<file path="src/hw/cam_pkg.sv">
package cam_pkg;

   // Bus and data widths
   localparam int ADDR_W  = 6;
   localparam int DATA_W  = 32;
   localparam int PIXEL_W = 10;   // RAW10
   localparam int WORD_W  = 32;
   localparam int CMD_W   = 8;

   typedef logic [ADDR_W-1:0]  reg_addr_t;
   typedef logic [DATA_W-1:0]  reg_data_t;
   typedef logic [PIXEL_W-1:0] pixel_t;
   typedef logic [WORD_W-1:0]  fifo_word_t;
   typedef logic [CMD_W-1:0]   cmd_byte_t;

   // ASCII command bytes
   localparam cmd_byte_t CMD_CODE_CAPTURE       = 8'h63;   // 'c'
   localparam cmd_byte_t CMD_CODE_READ_CTRL     = 8'h66;   // 'f'
   localparam cmd_byte_t CMD_CODE_READ_CONFIG   = 8'h67;   // 'g'
   localparam cmd_byte_t CMD_CODE_WRITE_CONFIG2 = 8'h68;   // 'h'
   localparam cmd_byte_t CMD_CODE_WRITE_CONFIG3 = 8'h69;   // 'i'

   // Receiver register map, byte addresses
   localparam reg_addr_t REG_CTRL_ADDR   = 6'h00;   // Bit 0 enables the receiver
   localparam reg_addr_t REG_CONFIG_ADDR = 6'h04;

   localparam reg_data_t CTRL_ENABLE  = 32'd1;
   localparam reg_data_t CTRL_DISABLE = 32'd0;
   localparam reg_data_t CFG_MODE2    = 32'd2;
   localparam reg_data_t CFG_MODE3    = 32'd3;

   // Output FIFO
   localparam int FIFO_DEPTH       = 16;
   localparam int FIFO_ALMOST_FULL = 8;    // Capture pauses here
   localparam int FIFO_PTR_W       = $clog2(FIFO_DEPTH);
   localparam int FIFO_CNT_W       = FIFO_PTR_W + 1;

   // Line start/end checking
   localparam int LINE_ERR_W = 4;
   localparam int LINE_CNT_W = 12;

   typedef enum logic [2:0]
   {
      CMD_CAPTURE,
      CMD_READ_CTRL,
      CMD_READ_CONFIG,
      CMD_WRITE_CONFIG2,
      CMD_WRITE_CONFIG3
   } cmd_t;

   typedef enum logic [3:0]
   {
      IDLE,
      ENABLE,
      WAIT_FS,
      STREAM,
      PAUSE,
      WAIT_EMPTY,
      RESUME,
      STOP,
      REG_ACCESS,
      PUSH_READ
   } ctrl_state_t;

endpackage

</file>
<file path="src/hw/reg_req_if.sv">
`timescale 1ns/1ps

interface reg_req_if;
   import cam_pkg::*;

   logic      req_valid;   // Held until the cycle after req_done
   logic      req_write;
   reg_addr_t req_addr;
   reg_data_t req_wdata;
   logic      req_done;    // One-cycle pulse
   reg_data_t req_rdata;   // Valid with req_done on reads

   modport ctrl
   (
      output req_valid,
      output req_write,
      output req_addr,
      output req_wdata,
      input  req_done,
      input  req_rdata
   );

   modport master
   (
      input  req_valid,
      input  req_write,
      input  req_addr,
      input  req_wdata,
      output req_done,
      output req_rdata
   );

endinterface

</file>
<file path="src/hw/cmd_decode.sv">
`timescale 1ns/1ps

module cmd_decode
(
   input  logic               bus_clk,
   input  logic               arst_n,
   input  cam_pkg::cmd_byte_t in_data,
   input  logic               in_valid,
   output logic               in_ready,
   output cam_pkg::cmd_t      cmd,
   output logic               cmd_valid,
   input  logic               cmd_ready
);
   import cam_pkg::*;

   cmd_t dec_cmd;
   logic dec_hit;
   logic accept;

   assign in_ready = !cmd_valid;   // Stall while a command waits
   assign accept   = in_valid && in_ready;

   always_comb
   begin
      dec_hit = 1'b1;
      dec_cmd = CMD_CAPTURE;
      case (in_data)
         CMD_CODE_CAPTURE:       dec_cmd = CMD_CAPTURE;
         CMD_CODE_READ_CTRL:     dec_cmd = CMD_READ_CTRL;
         CMD_CODE_READ_CONFIG:   dec_cmd = CMD_READ_CONFIG;
         CMD_CODE_WRITE_CONFIG2: dec_cmd = CMD_WRITE_CONFIG2;
         CMD_CODE_WRITE_CONFIG3: dec_cmd = CMD_WRITE_CONFIG3;
         default:                dec_hit = 1'b0;   // Unknown byte is dropped
      endcase
   end

   always_ff @(posedge bus_clk or negedge arst_n)
   begin
      if (!arst_n)
      begin
         cmd_valid <= 1'b0;
      end
      else if (cmd_valid && cmd_ready)
      begin
         cmd_valid <= 1'b0;
      end
      else if (accept && dec_hit)
      begin
         cmd_valid <= 1'b1;
      end
   end

   always_ff @(posedge bus_clk)
   begin
      if (accept)
      begin
         cmd <= dec_cmd;
      end
   end

endmodule

</file>
<file path="src/hw/capture_ctrl.sv">
`timescale 1ns/1ps

module capture_ctrl
(
   input  logic                              bus_clk,
   input  logic                              arst_n,
   input  cam_pkg::cmd_t                     cmd,
   input  logic                              cmd_valid,
   output logic                              cmd_ready,
   reg_req_if.ctrl                           req,
   input  cam_pkg::pixel_t                   pixel,
   input  logic                              pixel_valid,
   input  logic                              fs,
   input  logic                              fe,
   input  logic                              ls,
   input  logic                              le,
   output logic                              push,
   output cam_pkg::fifo_word_t               push_data,
   input  logic                              fifo_almost_full,
   input  logic                              fifo_full,
   input  logic                              fifo_empty,
   output logic [cam_pkg::LINE_ERR_W-1:0]    line_err_count
);
   import cam_pkg::*;

   ctrl_state_t           state;
   cmd_t                  cur_cmd;
   reg_data_t             read_word;
   logic                  req_valid_q;
   logic                  fe_seen;     // Frame ended while paused
   logic                  capturing;
   logic                  cmd_is_read;
   logic [LINE_CNT_W-1:0] ls_count;
   logic [LINE_CNT_W-1:0] le_count;

   assign cmd_ready     = (state == IDLE);
   assign req.req_valid = req_valid_q;
   assign cmd_is_read   = (cur_cmd == CMD_READ_CTRL) || (cur_cmd == CMD_READ_CONFIG);

   // Pixels may still arrive around a disable or enable write
   assign capturing = (state == STREAM) || (state == PAUSE) ||
                      (state == WAIT_EMPTY) || (state == RESUME);

   // Request fields follow the state, so they hold until req_done
   always_comb
   begin
      req.req_write = 1'b1;
      req.req_addr  = REG_CTRL_ADDR;
      req.req_wdata = CTRL_DISABLE;
      case (state)
         ENABLE, RESUME:
         begin
            req.req_wdata = CTRL_ENABLE;
         end
         REG_ACCESS:
         begin
            req.req_write = !cmd_is_read;
            if (cur_cmd != CMD_READ_CTRL)
               req.req_addr = REG_CONFIG_ADDR;
            if (cur_cmd == CMD_WRITE_CONFIG3)
               req.req_wdata = CFG_MODE3;
            else
               req.req_wdata = CFG_MODE2;
         end
         default:
         begin
         end
      endcase
   end

   always_comb
   begin
      push      = 1'b0;
      push_data = fifo_word_t'(pixel);   // Zero-extended pixel
      if (state == PUSH_READ)
      begin
         push      = 1'b1;
         push_data = read_word;
      end
      else if (capturing && pixel_valid && !fifo_full)
      begin
         push = 1'b1;
      end
   end

   always_ff @(posedge bus_clk or negedge arst_n)
   begin
      if (!arst_n)
      begin
         state          <= IDLE;
         req_valid_q    <= 1'b0;
         fe_seen        <= 1'b0;
         ls_count       <= '0;
         le_count       <= '0;
         line_err_count <= '0;
      end
      else
      begin
         if (req.req_done)
            req_valid_q <= 1'b0;

         case (state)
            IDLE:
            begin
               if (cmd_valid)
               begin
                  req_valid_q <= 1'b1;
                  if (cmd == CMD_CAPTURE)
                  begin
                     state    <= ENABLE;
                     fe_seen  <= 1'b0;
                     ls_count <= '0;
                     le_count <= '0;
                  end
                  else
                  begin
                     state <= REG_ACCESS;
                  end
               end
            end
            ENABLE:
               if (req.req_done) state <= WAIT_FS;
            WAIT_FS:
               if (fs) state <= STREAM;
            STREAM:
            begin
               if (fe || fe_seen)
               begin
                  state       <= STOP;
                  req_valid_q <= 1'b1;
               end
               else if (fifo_almost_full)
               begin
                  state       <= PAUSE;
                  req_valid_q <= 1'b1;
               end
            end
            PAUSE:
               if (req.req_done) state <= WAIT_EMPTY;
            WAIT_EMPTY:
            begin
               if (fifo_empty && fe_seen)
               begin
                  state <= IDLE;   // Receiver already disabled
               end
               else if (fifo_empty)
               begin
                  state       <= RESUME;
                  req_valid_q <= 1'b1;
               end
            end
            RESUME:
               if (req.req_done) state <= STREAM;
            STOP:
               if (req.req_done) state <= IDLE;
            REG_ACCESS:
               if (req.req_done) state <= cmd_is_read ? PUSH_READ : IDLE;
            PUSH_READ:
               state <= IDLE;
            default:
               state <= IDLE;
         endcase

         if (capturing && fe)
            fe_seen <= 1'b1;

         if (capturing && ls)
         begin
            if (ls_count != le_count)
            begin
               line_err_count <= line_err_count + 1'b1;
               le_count       <= ls_count;   // Resync after a missing le
            end
            ls_count <= ls_count + 1'b1;
         end
         if (capturing && le)
            le_count <= le_count + 1'b1;
      end
   end

   // Command and read result payload
   always_ff @(posedge bus_clk)
   begin
      if (cmd_valid && cmd_ready)
         cur_cmd <= cmd;
      if (req.req_done)
         read_word <= req.req_rdata;
   end

endmodule

</file>
<file path="src/hw/axil_reg_master.sv">
`timescale 1ns/1ps

module axil_reg_master
(
   input  logic               bus_clk,
   input  logic               arst_n,
   reg_req_if.master          req,
   output cam_pkg::reg_addr_t awaddr,
   output logic               awvalid,
   input  logic               awready,
   output cam_pkg::reg_data_t wdata,
   output logic               wvalid,
   input  logic               wready,
   input  logic               bvalid,
   output logic               bready,
   output cam_pkg::reg_addr_t araddr,
   output logic               arvalid,
   input  logic               arready,
   input  cam_pkg::reg_data_t rdata,
   input  logic               rvalid,
   output logic               rready
);
   import cam_pkg::*;

   reg_data_t rdata_q;
   logic      busy;
   logic      start;

   // Request fields are stable for the whole transaction
   assign awaddr = req.req_addr;
   assign araddr = req.req_addr;
   assign wdata  = req.req_wdata;

   assign busy  = awvalid || wvalid || bready || arvalid || rready;
   assign start = req.req_valid && !busy && !req.req_done;   // req_valid lingers a cycle

   assign req.req_rdata = rdata_q;

   always_ff @(posedge bus_clk or negedge arst_n)
   begin
      if (!arst_n)
      begin
         awvalid      <= 1'b0;
         wvalid       <= 1'b0;
         bready       <= 1'b0;
         arvalid      <= 1'b0;
         rready       <= 1'b0;
         req.req_done <= 1'b0;
      end
      else
      begin
         req.req_done <= 1'b0;

         if (start && req.req_write)
         begin
            awvalid <= 1'b1;
            wvalid  <= 1'b1;
            bready  <= 1'b1;
         end
         if (start && !req.req_write)
         begin
            arvalid <= 1'b1;
            rready  <= 1'b1;
         end

         // Address and data channels complete independently
         if (awvalid && awready)
            awvalid <= 1'b0;
         if (wvalid && wready)
            wvalid <= 1'b0;
         if (arvalid && arready)
            arvalid <= 1'b0;

         if (bready && bvalid)
         begin
            bready       <= 1'b0;
            req.req_done <= 1'b1;   // Response code ignored
         end
         if (rready && rvalid)
         begin
            rready       <= 1'b0;
            req.req_done <= 1'b1;
         end
      end
   end

   always_ff @(posedge bus_clk)
   begin
      if (rready && rvalid)
         rdata_q <= rdata;
   end

endmodule

</file>
<file path="src/hw/result_fifo.sv">
`timescale 1ns/1ps

module result_fifo
(
   input  logic                bus_clk,
   input  logic                arst_n,
   input  logic                push,
   input  cam_pkg::fifo_word_t push_data,
   output logic                fifo_full,
   output logic                fifo_almost_full,
   output logic                fifo_empty,
   output cam_pkg::fifo_word_t out_data,
   output logic                out_valid,
   input  logic                out_ready
);
   import cam_pkg::*;

   fifo_word_t            mem [FIFO_DEPTH];
   logic [FIFO_PTR_W-1:0] wr_ptr;
   logic [FIFO_PTR_W-1:0] rd_ptr;
   logic [FIFO_CNT_W-1:0] count;
   logic                  wr_en;
   logic                  rd_en;

   assign wr_en = push && !fifo_full;   // Push into a full FIFO is lost
   assign rd_en = out_valid && out_ready;

   assign fifo_full        = (count == FIFO_CNT_W'(FIFO_DEPTH));
   assign fifo_almost_full = (count >= FIFO_CNT_W'(FIFO_ALMOST_FULL));
   assign fifo_empty       = (count == '0);

   // Head word shows without a read request
   assign out_data  = mem[rd_ptr];
   assign out_valid = !fifo_empty;

   always_ff @(posedge bus_clk or negedge arst_n)
   begin
      if (!arst_n)
      begin
         wr_ptr <= '0;
         rd_ptr <= '0;
         count  <= '0;
      end
      else
      begin
         if (wr_en)
            wr_ptr <= wr_ptr + 1'b1;   // Depth is a power of two
         if (rd_en)
            rd_ptr <= rd_ptr + 1'b1;

         case ({wr_en, rd_en})
            2'b10:   count <= count + 1'b1;
            2'b01:   count <= count - 1'b1;
            default: count <= count;
         endcase
      end
   end

   always_ff @(posedge bus_clk)
   begin
      if (wr_en)
         mem[wr_ptr] <= push_data;
   end

endmodule

</file>
<file path="src/hw/cam_bridge_top.sv">
`timescale 1ns/1ps

module cam_bridge_top
(
   input  logic                           bus_clk,
   input  logic                           arst_n,
   // Command bytes
   input  cam_pkg::cmd_byte_t             in_data,
   input  logic                           in_valid,
   output logic                           in_ready,
   // Receiver pixel port
   input  cam_pkg::pixel_t                pixel,
   input  logic                           pixel_valid,
   input  logic                           fs,
   input  logic                           fe,
   input  logic                           ls,
   input  logic                           le,
   // AXI4-Lite to the receiver registers
   output cam_pkg::reg_addr_t             awaddr,
   output logic                           awvalid,
   input  logic                           awready,
   output cam_pkg::reg_data_t             wdata,
   output logic                           wvalid,
   input  logic                           wready,
   input  logic                           bvalid,
   output logic                           bready,
   output cam_pkg::reg_addr_t             araddr,
   output logic                           arvalid,
   input  logic                           arready,
   input  cam_pkg::reg_data_t             rdata,
   input  logic                           rvalid,
   output logic                           rready,
   // Host side
   output cam_pkg::fifo_word_t            out_data,
   output logic                           out_valid,
   input  logic                           out_ready,
   output logic [cam_pkg::LINE_ERR_W-1:0] line_err_count   // To the LEDs
);
   import cam_pkg::*;

   cmd_t       cmd;
   logic       cmd_valid;
   logic       cmd_ready;
   logic       push;
   fifo_word_t push_data;
   logic       fifo_full;
   logic       fifo_almost_full;
   logic       fifo_empty;

   reg_req_if req_bus ();

   cmd_decode u_decode
   (
      .bus_clk   (bus_clk),
      .arst_n    (arst_n),
      .in_data   (in_data),
      .in_valid  (in_valid),
      .in_ready  (in_ready),
      .cmd       (cmd),
      .cmd_valid (cmd_valid),
      .cmd_ready (cmd_ready)
   );

   capture_ctrl u_ctrl
   (
      .bus_clk          (bus_clk),
      .arst_n           (arst_n),
      .cmd              (cmd),
      .cmd_valid        (cmd_valid),
      .cmd_ready        (cmd_ready),
      .req              (req_bus.ctrl),
      .pixel            (pixel),
      .pixel_valid      (pixel_valid),
      .fs               (fs),
      .fe               (fe),
      .ls               (ls),
      .le               (le),
      .push             (push),
      .push_data        (push_data),
      .fifo_almost_full (fifo_almost_full),
      .fifo_full        (fifo_full),
      .fifo_empty       (fifo_empty),
      .line_err_count   (line_err_count)
   );

   axil_reg_master u_axil
   (
      .bus_clk (bus_clk),
      .arst_n  (arst_n),
      .req     (req_bus.master),
      .awaddr  (awaddr),
      .awvalid (awvalid),
      .awready (awready),
      .wdata   (wdata),
      .wvalid  (wvalid),
      .wready  (wready),
      .bvalid  (bvalid),
      .bready  (bready),
      .araddr  (araddr),
      .arvalid (arvalid),
      .arready (arready),
      .rdata   (rdata),
      .rvalid  (rvalid),
      .rready  (rready)
   );

   result_fifo u_fifo
   (
      .bus_clk          (bus_clk),
      .arst_n           (arst_n),
      .push             (push),
      .push_data        (push_data),
      .fifo_full        (fifo_full),
      .fifo_almost_full (fifo_almost_full),
      .fifo_empty       (fifo_empty),
      .out_data         (out_data),
      .out_valid        (out_valid),
      .out_ready        (out_ready)
   );

endmodule

</file>
<file path="config.mk">
export PLATFORM = sky130hd
export DESIGN_NAME = cam_bridge_top
export DESIGN_NICKNAME = d
export VERILOG_FILES = /design/src/hw/cam_pkg.sv /design/src/hw/reg_req_if.sv /design/src/hw/cmd_decode.sv /design/src/hw/capture_ctrl.sv /design/src/hw/axil_reg_master.sv /design/src/hw/result_fifo.sv /design/src/hw/cam_bridge_top.sv
export SDC_FILE = /design/constraint.sdc
export NUM_CORES = 1
export LEC_CHECK = 0
export CAP_MARGIN = 40
export CORE_UTILIZATION = 30
export DETAILED_ROUTE_END_ITERATION = 16
export DONT_BUFFER_PORTS = 1
export SYNTH_ARGS = -nofsm -noshare
export SYNTH_HDL_FRONTEND = slang
export SYNTH_SLANG_ARGS = --single-unit
</file>
<file path="constraint.sdc">
create_clock -name bus_clk -period 9.5 [get_ports bus_clk]
set_input_delay 0.475 -clock bus_clk [delete_from_list [all_inputs] [get_ports bus_clk]]
set_output_delay 0.475 -clock bus_clk [all_outputs]
set_load 0.01 [all_outputs]
</file>
==> results.tsv, run 1 <==
metric	value	unit
status	complete, no violations	
numPlacedInstances	2349	
num_rows	106	
num_vias	12090	
crit_start	u_fifo.rd_ptr[0]	
rrSetupSlack	5.83	ns
ys_warn_count	0	
crit_required	9.03	ns
syn-cell-area	25370	sq um
met2_wirelength	27190	microns
skew	0.02172	ns
die_area	85740	sq um
ys_ff_latch	636	
period_share	41.28	%
dpl_worst_slack	5.822	ns
numCtsBuffers	70	
routedWlPerCell	22.49	microns
drc	0	
timing.rr.start	u_ctrl.state[0]	
drv_slew	0	
grt_max_degree	55	
antenna_left	0	
layout-drive-gt1-share	25.72	%
setup.worst_path.end_class	output pin	
yosysTopAreaCellShare	68.88	%
max_freq	0.2550	GHz
stdcell_count	2520	
rsz0062_at_grt	false	
coreArea	83690	sq um
hpwl	33010	microns
slew_headroom	43.91	%
synth_flop_cell	edfxtp_1	
utilization	35.70	%
cts_resized	0	
first_pass_iters	5	
area_delta_synth_final	17.75	%
cts_sinks	636	
ir_drop	173.1	uV
dr_wl_met3	3565	microns
clkTransAtPathRegs	0.06	ns
period_minus_slack	3.922	ns
clockBufferDepth	3	
cp_data_arrival_time	3.45	ns
die_x	292.8	microns
die_h	292.8	microns
overflow	0	
setup_ws	5.578	ns
grt_antenna_before_repair	5	
syn_avg_cell_area	20.43	sq um
yosys.cell_types.count	70	
r2r-end	u_fifo.mem[15][26]	
port_buffers	0	
yosys-top-cells-area	edfxtp_1 (69%), mux4_2 (14%), dfrtp_1 (5.3%), buf_4 (1.2%), xor2_1 (0.76%)	
critical_path.endpoint	out_data[11]	
worstSetupPathType	flop to output pin	
hold_path_depth	1	
grt_pass1_vias	12580	
path_max_fanout	38	
drt-total-wl	56680	microns
hp-class	primary input to flop	
worst_slew_pin_slew	0.8393	ns
ff2ff_path_depth	7	
startpoint_type	flop	
synthTopCellsByCount	edfxtp_1 (582), mux4_2 (160), dfrtp_1 (54)	
maxCapViolCount	0	
cts_root_buf	clkbuf_16	
drt_iter0_markers	1218	
grt_first_pass_wirelength	83870	microns
m1WireLength	24900	microns
gp_congestion	0.7736	
hold_violations	0	
io_pins	151	
cts_tree	built	
setup-tns-final	0	ns
syn_inst	1242	
setup_violations	0	
yosys.area.top_type	edfxtp_1	
synth_most_common_cell	edfxtp_1	
leakagePower	9.919	nW
htree_levels	3	
ys_seq_area_share	74.21	%
synthArstFlopShare	8.491	%
synth-edff-count	582	
viasPerCell	4.798	
track_usage	13.32	%
num-nets-final	1404	
start_util	30.32	%
dr.max_layer_used	met5	
clkLatencyLatePin	0.62	ns
powerDensity	278.3	nW/um^2
==> state kept, by name (all words and copies together), names as in the netlist, 3 cells and up <==
name and flops:
u_fifo.mem 512, u_axil.req.req_rdata 32, u_ctrl.read_word 32, u_ctrl.le_count 12, u_ctrl.ls_count 12, u_fifo.count 5, u_ctrl.line_err_count 4, u_ctrl.state 4
u_fifo.rd_ptr 4, u_fifo.wr_ptr 4, u_ctrl.cur_cmd 3, u_decode.cmd 3
==> stage by stage <==
stage	hold slack, ns	cell area [sq um]	power (W)
4_1_cts	0.01705	29870	0.008463
2_1_floorplan	0.1794	25520	0.005015
3_3_place_gp	0.1809	26540	0.005498
3_5_place_dp	0.1808	27030	0.005593
6_report	0.06421	29880	0.008315
5_1_grt	0.02034	29870	0.008693
==> cell families (layout without fill, tap and decap cells) <==
family          after synthesis  after routing  share of synthesized area, %
compound gates               86             86                         2.500
xor+xnor                     34             34                         1.174
fa+ha+maj                    12             12                        0.5918
buf+inv                     120            223                         2.806
flops                       636            636                         74.21
mux                         178            178                         14.98
other cells                   1             42                       0.01478
simple gates                175            175                         3.723
==> cells in the final DEF, fill, tap and decap left out, drive strengths merged, types with 10 or more instances in the layout <==
| cell type | Yosys | routed |
|---|---|---|
| a21oi | 10 | 10 |
| and2 | 27 | 27 |
| buf | 80 | 37 |
| bufinv | 0 | 10 |
| clkbuf | 22 | 79 |
| clkinv | 1 | 32 |
| conb | 1 | 40 |
| dfrtp | 54 | 54 |
| dlygate4sd3 | 0 | 40 |
| edfxtp | 582 | 582 |
| ha | 12 | 12 |
| inv | 17 | 22 |
| mux2 | 14 | 14 |
| mux4 | 160 | 160 |
| nand2 | 38 | 38 |
| nand3 | 15 | 15 |
| nor2 | 35 | 35 |
| nor3 | 13 | 13 |
| o21ai | 25 | 25 |
| xnor2 | 12 | 12 |
| xor2 | 22 | 22 |
==> critical path, stage by stage, from the launching register on <==
cell	delay [ns]
dfrtp_4	0.95
buf_4	0.43
buf_16	0.32
mux4_2	0.55
mux4_2	0.55
==> what timing repair did <==
action                                 4_1_cts  5_1_grt
hold buffers                                41        0
buffers inserted                             0        0
endpoints found under the hold margin       94        0
==> layout make-up <==
type / instances / area, sq um
Clock inverter: 49 / 611.8
Inverter: 18 / 67.56
Multi-Input combinational cell: 525 / 6097
Sequential cell: 636 / 18840
Antenna cell: 2 / 5.005
Clock buffer: 79 / 1805
Fill cell: 7670 / 53810
Tap cell: 1134 / 1419
Timing Repair Buffer: 77 / 1031
==> where the power goes <==
part / internal [W] / switching (W)
sequential: 0.00326 / 0.000248
clock: 0.00167 / 0.00115
combinational: 0.000957 / 0.00103
==> per-layer routing <==
layer  up-vias  GRT usage (%)
met5         -              0
met4         2          3.282
met3        70          2.944
met2       409          21.23
met1      6448          18.47
li1       5163              -
==> worst min-delay path by stage <==
| stage | from | end |
|---|---|---|
| 6_report | in_data[0] | u_decode.cmd[0] |
| 5_1_grt | in_data[0] | u_decode.cmd[0] |
| 4_1_cts | in_data[0] | u_decode.cmd[0] |
| 3_5_place_dp | arst_n | u_ctrl.le_count[6] |
| 3_3_place_gp | arst_n | u_ctrl.le_count[6] |
| 2_1_floorplan | arst_n | u_axil.arvalid |
(Power assumes the default switching activity.)
==> run 2: changes to the inputs <==
--- a/config.mk
+++ b/config.mk
@@ -5,6 +5,7 @@
 export SDC_FILE = /design/constraint.sdc
 export NUM_CORES = 1
 export LEC_CHECK = 0
+export ABC_AREA = 1
 export CAP_MARGIN = 40
 export CORE_UTILIZATION = 30
 export DETAILED_ROUTE_END_ITERATION = 16
==> constraint.sdc (replaced) <==
create_clock -name bus_clk -period 3.94 [get_ports bus_clk]
set_input_delay 0.197 -clock bus_clk [delete_from_list [all_inputs] [get_ports bus_clk]]
set_output_delay 0.197 -clock bus_clk [all_outputs]
set_load 0.01 [all_outputs]
==> run 2 against run 1 <==
Compared with the run above: sequential power grew 140%; flip-flop and latch count is the same; die area grew 3.3%; synthesized cell count grew 74%; worst hold slack lost 0.0098 ns; routed wire length grew 17%; largest power group unchanged; clock power grew 120%; area after synthesis grew 3.3%; combinational power grew to 3.4 times the previous value.
==> results.tsv, run 2 <==
metric	value	unit	change
synth_flop_cell	edfxtp_1		
crit_required	3.74	ns	-5.29 ns
top_register	u_fifo.mem		
worst_slew_pin_slew	0.8333	ns	-0.006059 ns
ff2ff_path_depth	8		+1
coreArea	86620	sq um	+3.5%
synth_top_family_by_area	simple AND/OR/NAND/NOR gates		
crit_start	u_fifo.rd_ptr[0]		
leakagePower	10.43	nW	+5.2%
most-common-layout-cells	edfxtp_1 (582), nor2_1 (432), o21ai_0 (306)		
worstHoldStart	in_data[6]		
startpoint_type	flop		
first_pass_iters	5		unchanged
syn-cell-area	26220	sq um	+3.3%
clkTransAtPathRegs	0.06	ns	about the same
drc	0		unchanged
synth_fa_ha_area_share	0.5727	%	-0.019 points
cp_data_arrival_time	2.98	ns	-0.47 ns
cp_top_family	buffers and inverters		
hold_path_depth	2		+1
num-nets-final	2303		+64%
numCtsBuffers	69		-1.4%
timing.rr.start	u_ctrl.state[3]		
grt_first_pass_wirelength	101100	microns	+21%
yosysTopAreaCellShare	66.66	%	-2.2 points
clkLatencyLatePin	0.60	ns	-0.02 ns
setup_violations	0		unchanged
syn_inst	2162		+74%
postCtsSetupRepairBufs	0		unchanged
grt_antenna_before_repair	1		-4
largest_reg_flops	512		unchanged
hold_violations	0		unchanged
hp-class	primary input to flop		
ctsHoldBuffers	49		+20%
period_minus_slack	3.174	ns	
fin_area	30490	sq um	+2.1%
worstSetupPathType	flop to output pin		
path_max_fanout	51		+34%
synth_mux_area_share	0.4295	%	-15 points
ys_seq_area_share	71.81	%	-2.4 points
slew_headroom	44.32	%	+0.40 points
grt_pass1_vias	16590		+32%
syn_avg_cell_area	12.13	sq um	-41%
synthTopCellsByCount	edfxtp_1 (582), nor2_1 (457), o21ai_0 (306)		
setup.worst_path.end_class	output pin		
synth_simple_gate_area_share	11.35	%	+7.6 points
ir_drop	337.0	uV	+95%
die_h	297.6	microns	+1.6%
cts_tree	built		
hpwl	41670	microns	+26%
ys_ff_latch	636		unchanged
synth-edff-count	582		unchanged
max_freq	0.3151	GHz	
skew	0.02482	ns	+0.003098 ns
dpl_worst_slack	0.8652	ns	-4.957 ns
num_vias	16720		+38%
synth_most_common_cell	edfxtp_1		
maxCapViolCount	0		unchanged
powerDensity	699.0	nW/um^2	+150%
die_x	297.6	microns	+1.6%
gp_congestion	0.8309		+7.4%
antenna_left	0		unchanged
yosys-top-cells-area	edfxtp_1 (67%), nor2_1 (6.5%), o21ai_0 (5.8%), dfrtp_1 (5.2%), o211ai_1 (3.7%)		
viasPerCell	4.868		+1.4%
drv_slew	0		unchanged
power.total	0.02131	W	+160%
mostFrequentLayoutCell	edfxtp_1		
grt_max_degree	145		+160%
path_common_cell	nor2_1		
drt-total-wl	66390	microns	+17%
ys_warn_count	0		unchanged
clockBufferDepth	3		unchanged
status	complete, no violations		
period_share	80.55	%	
track_usage	14.79	%	+1.5 points
start_util	30.27	%	-0.048 points
nFillCells	8350		+8.9%
whs	0.05446	ns	-0.009753 ns
placed_cell_area	27860	sq um	+3.1%
yosys.cell_types.count	41		-41%
cp_cell_sequence	inv_6 -> buf_4 -> nor2_1 -> nor2_1 -> o21ai_0 -> o21ai_1 -> o211ai_1 -> nand2_1		
critPathBufInv	2		unchanged
yosys.area.top_type	edfxtp_1		
port_buffers	0		unchanged
synthArstFlopShare	8.491	%	unchanged
layout-drive-gt1-share	9.215	%	-17 points
cts_resized	0		unchanged
area_delta_synth_final	16.29	%	
cts_root_buf	clkbuf_16		
cp_slowest_cell	dfrtp_4		
io_pins	151		unchanged
die_area	88580	sq um	+3.3%
setup_ws	0.7661	ns	-4.812 ns
setup-tns-final	0	ns	unchanged
cp.depth	8		+4
num_rows	108		+1.9%
rsz0062_at_grt	false		
max_stage_delay	0.59	ns	-0.36 ns
routedWlPerCell	19.33	microns	-14%
drt_iter0_markers	1517		+25%
htree_levels	3		unchanged
overflow	0		unchanged
synth_compound_area_share	10.56	%	+8.1 points
synth_xor_area_share	0.7349	%	-0.44 points
cts_sinks	636		unchanged
==> run 2: cell count changes after synthesis, moves of 8 or more <==
cell      previous run  this run
inv_1               16        92
o21ai_0             25       306
buf_2               19        37
o211ai_1             4       130
mux4_2             160         0
nand2b_1             9         0
o21ai_1              0        15
nand3_1             15        76
and2_1              27         0
nand2_1             38       187
nor2_1              35       457
xor2_1              22        12
a221o_1              8         0
clkbuf_1            21        62
==> run 2: through the flow <==
stage | std cells | util (%)
after floorplan | 2201 | -
after detailed placement | 3262 | 32.17
final | 3435 | 35.20
after global placement | 3249 | 31.89
after CTS | 3434 | 35.20
after global routing | 3434 | 35.20
==> run 2: layout make-up <==
cell class | instances | area (sq um) | share of cell area [%]
clock buffers | 89 | 1833 | 6.012
flip-flops and latches | 636 | 18840 | 61.79
well taps | 1155 | 1445 | 4.740
clock inverters | 34 | 282.8 | 0.9274
diodes | 1 | 2.502 | 0.008207
repair buffers | 113 | 1234 | 4.046
inverters | 95 | 361.6 | 1.186
multi-input cells | 1312 | 6492 | 21.29
==> run 2: power breakdown <==
part	switching (W)	total, W	internal (W)	leakage (nW)
Sequential	0.000410	0.00835	0.00795	5.96
Combinational	0.00489	0.00685	0.00196	3.44
Clock	0.00256	0.00611	0.00355	1.04
Total	0.00786	0.0213	0.0135	10.4
==> run 2: worst paths after layout <==
path	slack, ns	endpoint
min in group asynchronous	0.11	u_ctrl.line_err_count[1]
max reg2reg	0.87	u_fifo.mem[6][24]
min reg2reg	0.42	u_ctrl.read_word[2]
min	0.05	u_decode.cmd[2]
max in group asynchronous	3.52	u_fifo.rd_ptr[0]
max	0.77	out_data[15]
==> run 2: per-layer routing <==
metal | vias to the layer above | share of wire, % | GRT usage (%)
met3 | 85 | 6.8 | 2.680
met1 | 8269 | 42 | 19.53
met5 | - | 0 | 0
li1 | 7765 | - | -
met4 | 0 | 2.1 | 4.639
met2 | 602 | 49 | 24.56
==> run 2: logic make-up after synthesis <==
family | count (synthesis)
xor gates and xnor gates | 22
muxes | 10
and+or+nand+nor | 749
other | 1
AOI/OAI and AO/OA | 479
buffers and inverters | 253
adders and majority gates | 12
DFF | 636
